## src/source/cpuPkg.sv

```systemverilog
// Word-addressed memory, unsigned multiply; unknown opcodes are treated as halt
`default_nettype none

package cpuPkg;

   localparam int wordWidth = 32;
   localparam int regCount = 16;
   localparam int memDepth = 512;
   localparam int memAddrWidth = 9;

   typedef logic [wordWidth-1:0] wordT;
   typedef logic [memAddrWidth-1:0] memAddrT;

   typedef enum logic [4:0] {
      ld, st, add, sub, andOp, orOp, addi, andi, ori,
      mul, mfhi, mflo, brzr, brnz, halt
   } opcodeT;

   typedef enum logic [3:0] {
      aluAdd, aluSub, aluAnd, aluOr, aluMul, aluPassB
   } aluOpT;

   // Instruction fields
   localparam int opMsb = 31;
   localparam int opLsb = 27;
   localparam int raMsb = 26;
   localparam int raLsb = 23;
   localparam int rbMsb = 22;
   localparam int rbLsb = 19;
   localparam int rcMsb = 18;
   localparam int rcLsb = 15;
   localparam int immMsb = 18;
   localparam int immWidth = 19;

   // One-hot state indices of the sequencer
   localparam int sIdle = 0;
   localparam int sT0 = 1;
   localparam int sT1 = 2;
   localparam int sT2 = 3;
   localparam int sT3 = 4;
   localparam int sT4 = 5;
   localparam int sT5 = 6;
   localparam int sT6 = 7;
   localparam int sT7 = 8;
   localparam int sHalt = 9;
   localparam int stateCount = 10;

endpackage

`default_nettype wire

```

## src/source/controlLinesIf.sv

```systemverilog
// Control lines are plain levels sampled on the datapath clock; no clocking blocks
`timescale 1ns/10ps
`default_nettype none

interface controlLines import cpuPkg::*; ();

   // Bus drive selects
   logic pcOut, mdrOut, rzLoOut, rzHiOut, hiOut, loOut, immOut, rOut, baOut;
   // Register number selects
   logic gra, grb, grc;
   // Register loads
   logic pcIn, irIn, marIn, mdrIn, ryIn, rzIn, hiIn, loIn, rIn, conIn, incPc;
   // ALU and memory
   aluOpT aluOp;
   logic start, read, write;
   // Status back to the sequencer
   opcodeT opcode;
   logic finished, memFinished, branch;

   modport sequencer (
      output pcOut, mdrOut, rzLoOut, rzHiOut, hiOut, loOut, immOut, rOut, baOut,
      output gra, grb, grc,
      output pcIn, irIn, marIn, mdrIn, ryIn, rzIn, hiIn, loIn, rIn, conIn, incPc,
      output aluOp, start, read, write,
      input opcode, finished, memFinished, branch
   );

   modport datapath (
      input pcOut, mdrOut, rzLoOut, rzHiOut, hiOut, loOut, immOut, rOut, baOut,
      input gra, grb, grc,
      input pcIn, irIn, marIn, mdrIn, ryIn, rzIn, hiIn, loIn, rIn, conIn, incPc,
      input aluOp, start, read, write,
      output opcode, finished, memFinished, branch
   );

endinterface

`default_nettype wire

```

## src/source/controlSequencer.sv

```systemverilog
// ld, st and branches use T6 and T7; run must fall after halt before the next run
`timescale 1ns/10ps
`default_nettype none

module controlSequencer import cpuPkg::*; (
   input logic Clock,
   input logic rstN,
   input logic run,
   output logic halted,
   output logic busy,
   controlLines.sequencer ctrl
);

   logic [stateCount-1:0] state, nextState;
   logic wasT4;
   logic isAluR, isAluI, isMem, isBranch, isMove, isLd;

   always_comb begin
      isAluR = ctrl.opcode inside {add, sub, andOp, orOp, mul};
      isAluI = ctrl.opcode inside {addi, andi, ori};
      isMem = ctrl.opcode inside {ld, st};
      isBranch = ctrl.opcode inside {brzr, brnz};
      isMove = ctrl.opcode inside {mfhi, mflo};
      isLd = ctrl.opcode == ld;
   end

   always_comb begin
      nextState = '0;
      unique case (1'b1)
         state[sIdle]: nextState[run ? sT0 : sIdle] = 1'b1;
         state[sT0]: nextState[sT1] = 1'b1;
         state[sT1]: nextState[sT2] = 1'b1;
         state[sT2]: nextState[sT3] = 1'b1;
         state[sT3]: begin
            if (isMove) nextState[sT0] = 1'b1;
            else if (isAluR || isAluI || isMem || isBranch) nextState[sT4] = 1'b1;
            else nextState[sHalt] = 1'b1;
         end
         state[sT4]: nextState[ctrl.finished ? sT5 : sT4] = 1'b1;
         state[sT5]: nextState[(isMem || isBranch) ? sT6 : sT0] = 1'b1;
         state[sT6]: begin
            if (isBranch) nextState[sT0] = 1'b1;
            else if (isLd && !ctrl.memFinished) nextState[sT6] = 1'b1;
            else nextState[sT7] = 1'b1;
         end
         state[sT7]: nextState[(isLd || ctrl.memFinished) ? sT0 : sT7] = 1'b1;
         state[sHalt]: nextState[run ? sHalt : sIdle] = 1'b1;
         default: nextState[sIdle] = 1'b1;
      endcase
   end

   always_ff @(posedge Clock) begin
      if (!rstN) begin
         state <= '0;
         state[sIdle] <= 1'b1;
         wasT4 <= 1'b0;
      end else begin
         state <= nextState;
         wasT4 <= state[sT4];
      end
   end

   assign halted = state[sHalt];
   assign busy = !(state[sIdle] || state[sHalt]);

   // Operation follows the opcode for the whole instruction
   always_comb begin
      unique case (ctrl.opcode)
         add, addi, ld, st, brzr, brnz: ctrl.aluOp = aluAdd;
         sub: ctrl.aluOp = aluSub;
         andOp, andi: ctrl.aluOp = aluAnd;
         orOp, ori: ctrl.aluOp = aluOr;
         mul: ctrl.aluOp = aluMul;
         default: ctrl.aluOp = aluPassB;
      endcase
   end

   always_comb begin
      {ctrl.pcOut, ctrl.mdrOut, ctrl.rzLoOut, ctrl.rzHiOut, ctrl.hiOut} = '0;
      {ctrl.loOut, ctrl.immOut, ctrl.rOut, ctrl.baOut} = '0;
      {ctrl.gra, ctrl.grb, ctrl.grc} = '0;
      {ctrl.pcIn, ctrl.irIn, ctrl.marIn, ctrl.mdrIn, ctrl.ryIn, ctrl.rzIn} = '0;
      {ctrl.hiIn, ctrl.loIn, ctrl.rIn, ctrl.conIn, ctrl.incPc} = '0;
      {ctrl.start, ctrl.read, ctrl.write} = '0;
      // Fetch
      if (state[sT0]) begin
         ctrl.pcOut = 1'b1;
         ctrl.marIn = 1'b1;
         ctrl.incPc = 1'b1;
      end
      if (state[sT1]) begin
         ctrl.read = 1'b1;
         ctrl.mdrIn = 1'b1;
      end
      if (state[sT2]) begin
         ctrl.mdrOut = 1'b1;
         ctrl.irIn = 1'b1;
      end
      // First operand into RY, or a register move
      if (state[sT3]) begin
         if (isMove) begin
            ctrl.hiOut = ctrl.opcode == mfhi;
            ctrl.loOut = ctrl.opcode == mflo;
            ctrl.gra = 1'b1;
            ctrl.rIn = 1'b1;
         end else if (isBranch) begin
            ctrl.pcOut = 1'b1;
            ctrl.ryIn = 1'b1;
         end else begin
            ctrl.grb = 1'b1;
            ctrl.rOut = isAluR || isAluI;
            ctrl.baOut = isMem;
            ctrl.ryIn = 1'b1;
         end
      end
      // Second operand held on the bus until the ALU finishes
      if (state[sT4]) begin
         ctrl.grc = isAluR;
         ctrl.rOut = isAluR;
         ctrl.immOut = !isAluR;
         ctrl.start = !wasT4;
         ctrl.rzIn = ctrl.finished;
      end
      if (state[sT5]) begin
         if (ctrl.opcode == mul) begin
            ctrl.rzHiOut = 1'b1;
            ctrl.hiIn = 1'b1;
            ctrl.loIn = 1'b1;
         end else if (isBranch) begin
            ctrl.gra = 1'b1;
            ctrl.rOut = 1'b1;
            ctrl.conIn = 1'b1;
         end else begin
            ctrl.rzLoOut = 1'b1;
            ctrl.marIn = isMem;
            ctrl.gra = !isMem;
            ctrl.rIn = !isMem;
         end
      end
      if (state[sT6]) begin
         if (isBranch) begin
            ctrl.rzLoOut = 1'b1;
            ctrl.pcIn = ctrl.branch;
         end else if (isLd) begin
            ctrl.read = 1'b1;
            ctrl.mdrIn = 1'b1;
         end else begin
            ctrl.gra = 1'b1;
            ctrl.rOut = 1'b1;
            ctrl.mdrIn = 1'b1;
         end
      end
      if (state[sT7]) begin
         ctrl.mdrOut = isLd;
         ctrl.gra = isLd;
         ctrl.rIn = isLd;
         ctrl.write = !isLd;
      end
   end

   // Bus has a single driver
   assert property (@(posedge Clock) disable iff (!rstN)
      $onehot0({ctrl.pcOut, ctrl.mdrOut, ctrl.rzLoOut, ctrl.rzHiOut, ctrl.hiOut,
                ctrl.loOut, ctrl.immOut, ctrl.rOut, ctrl.baOut}));

   // ALU answers only while T4 waits and never in the start cycle
   assert property (@(posedge Clock) disable iff (!rstN)
      ctrl.finished |-> state[sT4] && !ctrl.start);

endmodule

`default_nettype wire

```

## src/flat_wrapper.sv

```systemverilog
// flat-port wrapper written by rule: the top's interface ports become plain ports
module controlSequencer_flat import cpuPkg::*;
  (Clock, rstN, run, halted, busy, ctrl_pcOut, ctrl_mdrOut, ctrl_rzLoOut, ctrl_rzHiOut, ctrl_hiOut, ctrl_loOut, ctrl_immOut, ctrl_rOut, ctrl_baOut, ctrl_gra, ctrl_grb, ctrl_grc, ctrl_pcIn, ctrl_irIn, ctrl_marIn, ctrl_mdrIn, ctrl_ryIn, ctrl_rzIn, ctrl_hiIn, ctrl_loIn, ctrl_rIn, ctrl_conIn, ctrl_incPc, ctrl_aluOp, ctrl_start, ctrl_read, ctrl_write, ctrl_opcode, ctrl_finished, ctrl_memFinished, ctrl_branch);
  controlLines ctrl_i ();
  input logic Clock;
  input logic rstN;
  input logic run;
  output logic halted;
  output logic busy;
  output wire logic [$bits(ctrl_i.pcOut)-1:0] ctrl_pcOut;
  output wire logic [$bits(ctrl_i.mdrOut)-1:0] ctrl_mdrOut;
  output wire logic [$bits(ctrl_i.rzLoOut)-1:0] ctrl_rzLoOut;
  output wire logic [$bits(ctrl_i.rzHiOut)-1:0] ctrl_rzHiOut;
  output wire logic [$bits(ctrl_i.hiOut)-1:0] ctrl_hiOut;
  output wire logic [$bits(ctrl_i.loOut)-1:0] ctrl_loOut;
  output wire logic [$bits(ctrl_i.immOut)-1:0] ctrl_immOut;
  output wire logic [$bits(ctrl_i.rOut)-1:0] ctrl_rOut;
  output wire logic [$bits(ctrl_i.baOut)-1:0] ctrl_baOut;
  output wire logic [$bits(ctrl_i.gra)-1:0] ctrl_gra;
  output wire logic [$bits(ctrl_i.grb)-1:0] ctrl_grb;
  output wire logic [$bits(ctrl_i.grc)-1:0] ctrl_grc;
  output wire logic [$bits(ctrl_i.pcIn)-1:0] ctrl_pcIn;
  output wire logic [$bits(ctrl_i.irIn)-1:0] ctrl_irIn;
  output wire logic [$bits(ctrl_i.marIn)-1:0] ctrl_marIn;
  output wire logic [$bits(ctrl_i.mdrIn)-1:0] ctrl_mdrIn;
  output wire logic [$bits(ctrl_i.ryIn)-1:0] ctrl_ryIn;
  output wire logic [$bits(ctrl_i.rzIn)-1:0] ctrl_rzIn;
  output wire logic [$bits(ctrl_i.hiIn)-1:0] ctrl_hiIn;
  output wire logic [$bits(ctrl_i.loIn)-1:0] ctrl_loIn;
  output wire logic [$bits(ctrl_i.rIn)-1:0] ctrl_rIn;
  output wire logic [$bits(ctrl_i.conIn)-1:0] ctrl_conIn;
  output wire logic [$bits(ctrl_i.incPc)-1:0] ctrl_incPc;
  output wire logic [$bits(ctrl_i.aluOp)-1:0] ctrl_aluOp;
  output wire logic [$bits(ctrl_i.start)-1:0] ctrl_start;
  output wire logic [$bits(ctrl_i.read)-1:0] ctrl_read;
  output wire logic [$bits(ctrl_i.write)-1:0] ctrl_write;
  input wire logic [$bits(ctrl_i.opcode)-1:0] ctrl_opcode;
  input wire logic [$bits(ctrl_i.finished)-1:0] ctrl_finished;
  input wire logic [$bits(ctrl_i.memFinished)-1:0] ctrl_memFinished;
  input wire logic [$bits(ctrl_i.branch)-1:0] ctrl_branch;
  assign ctrl_pcOut = ctrl_i.pcOut;
  assign ctrl_mdrOut = ctrl_i.mdrOut;
  assign ctrl_rzLoOut = ctrl_i.rzLoOut;
  assign ctrl_rzHiOut = ctrl_i.rzHiOut;
  assign ctrl_hiOut = ctrl_i.hiOut;
  assign ctrl_loOut = ctrl_i.loOut;
  assign ctrl_immOut = ctrl_i.immOut;
  assign ctrl_rOut = ctrl_i.rOut;
  assign ctrl_baOut = ctrl_i.baOut;
  assign ctrl_gra = ctrl_i.gra;
  assign ctrl_grb = ctrl_i.grb;
  assign ctrl_grc = ctrl_i.grc;
  assign ctrl_pcIn = ctrl_i.pcIn;
  assign ctrl_irIn = ctrl_i.irIn;
  assign ctrl_marIn = ctrl_i.marIn;
  assign ctrl_mdrIn = ctrl_i.mdrIn;
  assign ctrl_ryIn = ctrl_i.ryIn;
  assign ctrl_rzIn = ctrl_i.rzIn;
  assign ctrl_hiIn = ctrl_i.hiIn;
  assign ctrl_loIn = ctrl_i.loIn;
  assign ctrl_rIn = ctrl_i.rIn;
  assign ctrl_conIn = ctrl_i.conIn;
  assign ctrl_incPc = ctrl_i.incPc;
  assign ctrl_aluOp = ctrl_i.aluOp;
  assign ctrl_start = ctrl_i.start;
  assign ctrl_read = ctrl_i.read;
  assign ctrl_write = ctrl_i.write;
  assign ctrl_i.opcode = ctrl_opcode;
  assign ctrl_i.finished = ctrl_finished;
  assign ctrl_i.memFinished = ctrl_memFinished;
  assign ctrl_i.branch = ctrl_branch;
  controlSequencer u_core (.Clock(Clock), .rstN(rstN), .run(run), .halted(halted), .busy(busy), .ctrl(ctrl_i));
endmodule
```

## config.mk

```make
export PLATFORM = sky130hd
export DESIGN_NAME = controlSequencer_flat
export DESIGN_NICKNAME = d
export VERILOG_FILES = /design/src/source/cpuPkg.sv /design/src/source/controlLinesIf.sv /design/src/source/controlSequencer.sv /design/src/flat_wrapper.sv
export SDC_FILE = /design/constraint.sdc
export NUM_CORES = 1
export LEC_CHECK = 0
export BUFFER_PORTS_ARGS = -buffer_cell sky130_fd_sc_hd__buf_2
export CORE_MARGIN = 1.5
export CORE_UTILIZATION = 30
export DETAILED_ROUTE_END_ITERATION = 8
export PLACE_DENSITY = 0.6
export SETUP_SLACK_MARGIN = 0.2
export SKIP_CTS_REPAIR_TIMING = 1
export SYNTH_ARGS = -nofsm -noshare
export SYNTH_HDL_FRONTEND = slang
export SYNTH_SLANG_ARGS = --single-unit
```

## constraint.sdc

```tcl
create_clock -name Clock -period 1.73 [get_ports Clock]
set_clock_uncertainty 0.2 [all_clocks]
set_input_delay 0.173 -clock Clock [delete_from_list [all_inputs] [get_ports Clock]]
set_output_delay 0.173 -clock Clock [all_outputs]
set_load 0.005 [all_outputs]
```

==> qor.csv, run 1 <==
metric,value,unit
syn avg cell area,7.097,sq um
DRC Markers,0,
total power,610.8,uW
Die X,56.06,microns
post-layout util,51.34,%
cell taking the most area after synthesis,dfxtp_1,
layout filler cell count,279,
Yosys cell types,38,
Initial DRT Pass Iterations,4,
Routed WL,2955,microns
FP Rows,19,
CP max FO,5,
maximum buffer depth of the clock tree,2,
Setup crit end kind,output pin,
Inserted Diodes,0,
Post-DRT Antenna Nets,0,
die area,3143,sq um
hold slack,-0.0003708,ns
# H-tree levels,1,
leakage,0.6984,nW
CP startpoint,u_core.state[5],
RSZ-0062 raised after global routing,true,
GP Congestion,0.8188,
"top cells by count, synth","nor2_1 (17), dfxtp_1 (11), nand2_1 (9), a21oi_1 (8), o21ai_0 (8)",
r2r startpoint,u_core.state[5],
synth warn,0,
Via Count,1124,
max_cap viols,0,
I/O Buffers,41,
final count of pins violating max slew,0,
Power per Cell Area,439.0,nW/um^2
wire per inst,13.87,microns
worst reg2reg endpoint,u_core.state[7],
P&R area growth vs syn,64.74,%
Final Net Count,194,
Final Hold Violating Endpoints,1,
multi-input logic area,629.4,sq um
VDD IR max,396.0,uV
Die Y,56.06,microns
clk sink count,11,
Starting Density,31.16,%
total CTS buffers,3,
"Setup violations, final",3,
post-route insts no fill,213,
I/O Pins,43,
CP max-delay cell,dfxtp_4,
TritonCTS clock tree,done,
post-synthesis sequential area ratio,26.07,%
hold crit path type,in2reg,
synthesized cell area,844.6,sq um
violated checks,"hold timing, setup timing",
CP Cell Sequence,a21oi_2 > nor2b_1 > a2111o_1 > o21ai_2 > buf_2,
hold depth,3,
Syn Inst Count,119,
via/cell ratio,5.277,
Tcrit/Tclk final,105.5,%
area of the core,2710,sq um
GRT overflow,0,
f_max,547.6,MHz
"count leader, synth",nor2_1,
Synth Register Bits,11,
main flop type after synthesis,dfxtp_1,
vias in the first global route,936,
"worst slack, placed",0.02277,ns
WP data arrival,1.45,ns
"EDFF count, synth",0,
CP startpoint kind,flop,
WP data required,1.36,ns
"slowest stage delay, CP",0.36,ns
"Reg clk slew, reported paths",0.07,ns
largest net degree at the start of global routing,13,
Post-Place Cell Area,1130,sq um
Tmin final,1.826,ns
fraction of layout cells with a size suffix above 1,50.00,%
first-pass GRT wire length,4112,microns
Placed Cells,195,
critical path type,reg2out,
CTS root buf,clkbuf_4,
DP HPWL,1944,microns
Synth area leaders,"dfxtp_1 (26%), nor2_1 (7.6%), nor2b_1 (5.2%)",
Post-Route Setup TNS,-0.2367,ns
status,finished with violations,
FF-to-FF path depth,4,
post-synth top area share,26.07,%
initial antenna violation count,0,
Post-Syn Nets,130,
hold path start,ctrl_memFinished,
final instance area,1391,sq um
DR iter-0 viols,23,
flop-to-flop setup slack,0.36,ns
Skew-Pair Late Insertion Delay,0.27,ns
Tot GR Track Use,16.03,%
WHS Endpoint,u_core.state[8],
final worst slack,-0.09601,ns
FF+latch area,230.2,sq um
ys async rst share,0,%
layer usage:
metal / routed length, microns / up-vias / GRT usage [%] / share of wire [%]
met4: 70 / 0 / 3.401 / 2.4
met2: 1469 / 41 / 26.72 / 50
met3: 177 / 8 / 4.186 / 6.0
met5: 0 / - / 0 / 0
li1: - / 544 / - / -
met1: 1237 / 531 / 20.77 / 42
registers in the layout (all words and copies together) (netlist names):
signal,cells
u_core.wasT4,1
u_core.state,10
critical path: cells and delay by family, from the launching register on:
family                 cells  cell delay [ns]
AOI/OAI and AO/OA          3             0.63
DFF                        1             0.36
buffers and inverters      1             0.13
and+or+nand+nor            1             0.06
where the power goes:
group          internal (mW)  switching, mW  leakage (nW)
clock network         0.0894         0.0886        0.0150
logic                 0.0873         0.0834         0.591
registers              0.256        0.00582        0.0920
final cells by class:
type / count / area share, %
clock buffers: 4 / 1.888
flip-flops and latches: 11 / 16.55
inverters: 6 / 1.619
repair buffers: 67 / 31.92
multi-input cells: 94 / 45.23
well taps: 31 / 2.788
placed cells by master (no fill, tap or decap), drive strengths merged, types with 2 or more instances in the layout:
| cell type | instances |
|---|---|
| o21ai | 10 |
| and4bb | 2 |
| nor2b | 7 |
| nand3 | 2 |
| inv | 6 |
| clkbuf | 5 |
| a21oi | 9 |
| nor2 | 17 |
| nand2 | 9 |
| a2bb2oi | 3 |
| nand2b | 3 |
| buf | 63 |
| o211ai | 2 |
| nor4 | 3 |
| nor3 | 2 |
| and3 | 4 |
| dfxtp | 11 |
| dlygate4sd3 | 3 |
| and2 | 6 |
logic make-up after synthesis:
kind of cell / after synthesis / synth area share [%]
AND/OR/NAND/NOR: 60 / 39.56
AO/OA/AOI/OAI: 33 / 25.48
buffers and inverters: 14 / 8.443
flip-flops: 11 / 26.07
other: 1 / 0.4440
how the worst max path moves through the flow:
stage / endpoint / slack, ns / cells after the start
4_1_cts: ctrl_rOut / -0.17 / 5
6_report: ctrl_rOut / -0.1 / 5
3_5_place_dp: ctrl_rIn / 0.02 / 6
5_1_grt: ctrl_rOut / -0.17 / 5
3_3_place_gp: ctrl_rIn / 0.04 / 6
2_1_floorplan: ctrl_rIn / 0.19 / 5
Power figures use the tool's default switching activity.
==> run 2, diff against run 1 <==
--- a/config.mk
+++ b/config.mk
@@ -9,6 +9,7 @@
 export CORE_MARGIN = 1.5
 export CORE_UTILIZATION = 30
 export DETAILED_ROUTE_END_ITERATION = 8
+export HOLD_SLACK_MARGIN = 0.12
 export PLACE_DENSITY = 0.6
 export SETUP_SLACK_MARGIN = 0.2
 export SKIP_CTS_REPAIR_TIMING = 1
==> run 2 against run 1 <==
Compared with the run above:
- the run ends with setup timing left
- total power up 0.12%
- clock-buffer cell count unchanged
- global-route usage unchanged
- worst setup slack better by 0.00056 ns
- cell area up 0.72%
- sequential share of layout area down 0.12 points
- clock power about the same
- highest routed layer unchanged
==> qor.csv, run 2 (synthesis results as in run 1) <==
metric,value,unit,change
status,finished with violations,,
violated checks,setup timing,,
hold slack,0.1718,ns,+0.1722 ns
Starting Density,31.16,%,unchanged
max_cap viols,0,,unchanged
critical path type,reg2out,,
DP HPWL,1944,microns,unchanged
Via Count,1117,,-0.62%
leakage,0.7025,nW,+0.60%
Sequential Power Share,42.9,%,about the same
CP startpoint kind,flop,,
CP max FO,5,,unchanged
hold crit path type,in2reg,,
TritonCTS clock tree,done,,
maximum buffer depth of the clock tree,2,,unchanged
FP Rows,19,,unchanged
Power per Cell Area,436.4,nW/um^2,-0.60%
Psw,177.0,uW,-0.39%
Top Registers,"u_core.state (10), u_core.wasT4 (1)",,
via/cell ratio,5.220,,-1.1%
Tmin final,1.825,ns,-0.0005638 ns
RSZ-0062 raised after global routing,true,,
Comb pwr share,28.2,%,+0.3 points
clock share of power,28.9,%,-0.2 points
Setup crit end kind,output pin,,
GRT overflow,0,,unchanged
Post-DRT Antenna Nets,0,,unchanged
Tcrit/Tclk final,105.5,%,about the same
P&R area growth vs syn,65.93,%,
Die X,56.06,microns,unchanged
CTS root buf,clkbuf_4,,
Initial DRT Pass Iterations,4,,unchanged
Tot GR Track Use,16.03,%,unchanged
# H-tree levels,1,,unchanged
Final Hold Violating Endpoints,0,,-1
final instance area,1401,sq um,+0.72%
FF+latch area,230.2,sq um,unchanged
final worst slack,-0.09544,ns,+0.0005638 ns
I/O Buffers,41,,unchanged
f_max,547.8,MHz,about the same
Final Net Count,195,,+0.52%
"most common cell after layout, fill and taps aside",buf_2,,
WP data arrival,1.45,ns,about the same
Internal Power,434.5,uW,+0.32%
vias in the first global route,936,,unchanged
Skew-Pair Late Insertion Delay,0.27,ns,about the same
die area,3143,sq um,unchanged
clk sink count,11,,unchanged
Die Y,56.06,microns,unchanged
multi-input logic area,629.4,sq um,unchanged
total CTS buffers,3,,unchanged
wire per inst,14.07,microns,+1.5%
layout filler cell count,278,,-0.36%
final count of pins violating max slew,0,,unchanged
"worst slack, placed",0.02277,ns,unchanged
"Setup violations, final",3,,unchanged
Inserted Diodes,0,,unchanged
most frequent cells in the layout,"buf_2 (39), buf_4 (18), nor2_1 (15), nand2_1 (7), dfxtp_1 (7)",,
fraction of layout cells with a size suffix above 1,49.73,%,-0.27 points
WP data required,1.36,ns,about the same
VDD IR max,393.7,uV,-0.58%
GP Congestion,0.8188,,unchanged
switch share,28.95,%,-0.15 points
area of the core,2710,sq um,unchanged
max reg flops,10,,unchanged
DR iter-0 viols,25,,+8.7%
Post-Place Cell Area,1130,sq um,unchanged
DRC Markers,0,,unchanged
"Reg clk slew, reported paths",0.07,ns,about the same
Top reg by flops,u_core.state,,
post-layout util,51.71,%,+0.37 points
Routed WL,3012,microns,+1.9%
initial antenna violation count,0,,unchanged
first-pass GRT wire length,4112,microns,unchanged
largest net degree at the start of global routing,13,,unchanged
I/O Pins,43,,unchanged
[run 2: cell count changes in the layout (fill, tap and decap cells not counted), sizes merged]
cell         before  now
dlygate4sd3       3    4
[run 2: worst max-delay path, stage by stage (launching register included)]
cell and delay, ns:
dfxtp_4 0.36, a21oi_2 0.13, nor2b_1 0.06, a2111o_1 0.36, o21ai_2 0.14, buf_2 0.13
[run 2: final cells by class]
type,instances,area share [%]
Clock buffer,4,1.875
Inverter,6,1.607
Multi-Input combinational cell,94,44.91
Sequential cell,11,16.43
Tap cell,31,2.768
Timing Repair Buffer,68,32.41
[run 2: worst paths after layout]
check / start / to / slack, ns / depth (start not counted)
max: u_core.state[5] / ctrl_rOut / -0.1 / 5
min: ctrl_opcode[0] / u_core.state[7] / 0.17 / 4
max reg2reg: u_core.state[5] / u_core.state[7] / 0.35 / 4
min reg2reg: u_core.state[3] / u_core.state[4] / 0.28 / 2
[run 2: layer usage]
metal / global-route usage [%] / share of wire, % / vias up / routed length, microns
met3: 4.186 / 5.3 / 6 / 159
met2: 26.72 / 50 / 39 / 1520
li1: - / - / 547 / -
met5: 0 / 0 / - / 0
met4: 3.401 / 2.1 / 0 / 63
met1: 20.77 / 42 / 525 / 1267
[run 2: per-stage QoR]
stage                     power, mW  cells  TNS, ns
final                        0.6115    214  -0.2310
after global routing         0.6449    214  -0.4311
after global placement       0.3901    195        0
after floorplan              0.3403    119        0
after detailed placement     0.3918    195        0
after CTS                    0.5686    199  -0.4466
[run 2: power groups by stage]
stage | sequential [mW] | clock (mW) | combinational [mW]
floorplan | 0.269 | 0 | 0.0709
global placement | 0.271 | 0 | 0.120
detailed placement | 0.271 | 0 | 0.121
CTS | 0.265 | 0.182 | 0.122
global route | 0.263 | 0.196 | 0.185
finish | 0.262 | 0.177 | 0.172
==> run 3, diff against run 2 <==
--- a/config.mk
+++ b/config.mk
@@ -5,12 +5,12 @@
 export SDC_FILE = /design/constraint.sdc
 export NUM_CORES = 1
 export LEC_CHECK = 0
-export BUFFER_PORTS_ARGS = -buffer_cell sky130_fd_sc_hd__buf_2
 export CORE_MARGIN = 1.5
 export CORE_UTILIZATION = 30
 export DETAILED_ROUTE_END_ITERATION = 8
+export DONT_BUFFER_PORTS = 1
 export HOLD_SLACK_MARGIN = 0.12
-export PLACE_DENSITY = 0.6
+export PLACE_DENSITY = 0.47
 export SETUP_SLACK_MARGIN = 0.2
 export SKIP_CTS_REPAIR_TIMING = 1
 export SYNTH_ARGS = -nofsm -noshare
==> run 3 against run 2 <==
Compared with the run above:
- critical endpoint is now ctrl_rIn
- clock-buffer cell count is the same
- non-clock buffer count shrank 56
- total power shrank 14%
- the flow still finishes with violations (setup timing)
- worst setup slack gained 0.054 ns
==> qor.csv, run 3 (synthesis results as in run 1) <==
metric,value,unit,change
status,finished with violations,,
violated checks,setup timing,,
via/cell ratio,5.589,,+7.1%
Skew-Pair Late Insertion Delay,0.27,ns,about the same
hold path start,ctrl_opcode[3],,
WHS Endpoint,u_core.state[7],,
Final Net Count,139,,-29%
most frequent cells in the layout,"nor2_1 (17), nand2_1 (9), a21oi_1 (8), dfxtp_1 (8), dlygate4sd3_1 (7)",,
DR iter-0 viols,49,,+96%
vias in the first global route,807,,-14%
hold depth,3,,-1
CTS root buf,clkbuf_4,,
maximum buffer depth of the clock tree,2,,unchanged
total CTS buffers,3,,unchanged
Final Hold Violating Endpoints,0,,unchanged
Die X,56.06,microns,unchanged
largest net degree at the start of global routing,18,,+5
initial antenna violation count,0,,unchanged
fraction of layout cells with a size suffix above 1,17.32,%,-32 points
hold crit path type,in2reg,,
Starting Density,31.16,%,unchanged
Power per Cell Area,531.3,nW/um^2,+22%
Top Registers,"u_core.state (10), u_core.wasT4 (1)",,
Post-DRT Antenna Nets,0,,unchanged
Setup crit end kind,output pin,,
# H-tree levels,1,,unchanged
flop-to-flop setup slack,0.36,ns,about the same
Via Count,883,,-21%
Tot GR Track Use,15.96,%,-0.066 points
"most common cell after layout, fill and taps aside",nor2_1,,
CP startpoint kind,flop,,
TritonCTS clock tree,done,,
Tcrit/Tclk final,102.4,%,-3.1 points
WP data required,1.36,ns,about the same
Initial DRT Pass Iterations,4,,unchanged
wire per inst,16.13,microns,+15%
max_cap viols,0,,unchanged
first-pass GRT wire length,4015,microns,-2.4%
final count of pins violating max slew,0,,unchanged
GP Congestion,0.7918,,-3.3%
DRC Markers,0,,unchanged
VDD IR max,446.6,uV,+13%
Tmin final,1.772,ns,-0.05354 ns
FF-to-FF path depth,3,,-1
max reg flops,10,,unchanged
f_max,564.4,MHz,+3.0%
I/O Buffers,0,,-100%
Post-Place Cell Area,857.1,sq um,-24%
r2r startpoint,u_core.state[8],,
Routed WL,2548,microns,-15%
WP data arrival,1.40,ns,-0.05 ns
I/O Pins,43,,unchanged
RSZ-0062 raised after global routing,true,,
leakage,0.4053,nW,-42%
critical path type,reg2out,,
DP HPWL,1934,microns,-0.51%
CP max FO,7,,+2
P&R area growth vs syn,17.63,%,
area of the core,2710,sq um,unchanged
worst reg2reg endpoint,u_core.state[7],,
"Setup violations, final",1,,-2
hold slack,0.1145,ns,-0.05728 ns
final instance area,993.5,sq um,-29%
Inserted Diodes,0,,unchanged
die area,3143,sq um,unchanged
Die Y,56.06,microns,unchanged
GRT overflow,0,,unchanged
"Reg clk slew, reported paths",0.07,ns,about the same
clk sink count,11,,unchanged
FP Rows,19,,unchanged
Top reg by flops,u_core.state,,
final worst slack,-0.04190,ns,+0.05354 ns
Post-Route Setup TNS,-0.04190,ns,+0.1891 ns
-- run 3: cell type report --
class	count	area (sq um)
clock buffers	4	26.28
fillers	324	1717
inverters	6	22.52
multi-input cells	94	571.8
flip-flops and latches	11	226.5
well taps	31	38.79
repair buffers	12	107.6
-- run 3: worst max-delay path by stage --
stage	startpoint	to	depth (start not counted)
after floorplan	ctrl_opcode[4]	ctrl_rIn	5
final	u_core.state[6]	ctrl_rIn	4
after global placement	u_core.state[5]	ctrl_rOut	4
after global routing	u_core.state[6]	ctrl_rIn	4
after detailed placement	u_core.state[6]	ctrl_rIn	4
after CTS	u_core.state[5]	ctrl_rOut	4
-- run 3: routing by layer --
metal  track usage [%]  up-vias  wire, microns
li1                  -      432              -
met1             20.60      418           1126
met2             24.54       33           1182
met3             8.140        0            240
met4             2.041        0              0
met5                 0        -              0
-- run 3: where the power goes --
part / switching (mW) / internal [mW]
logic: 0.0434 / 0.0417
clock network: 0.0896 / 0.0893
registers: 0.00610 / 0.258
-- run 3: critical path: stages (launching register included) --
cell,delay (ns)
dfxtp_4,0.37
nor2b_4,0.13
o21ai_1,0.10
or3b_4,0.40
o21ai_2,0.14
-- run 3: per-stage QoR --
stage	power, mW	instances	setup WS (ns)	util, %
floorplan	0.3403	119	0.1934	-
global placement	0.3387	145	0.1808	31.63
detailed placement	0.3391	145	0.1401	31.63
CTS	0.5154	149	-0.1644	32.59
global route	0.5566	158	-0.09456	36.66
finish	0.5278	158	-0.04190	36.66
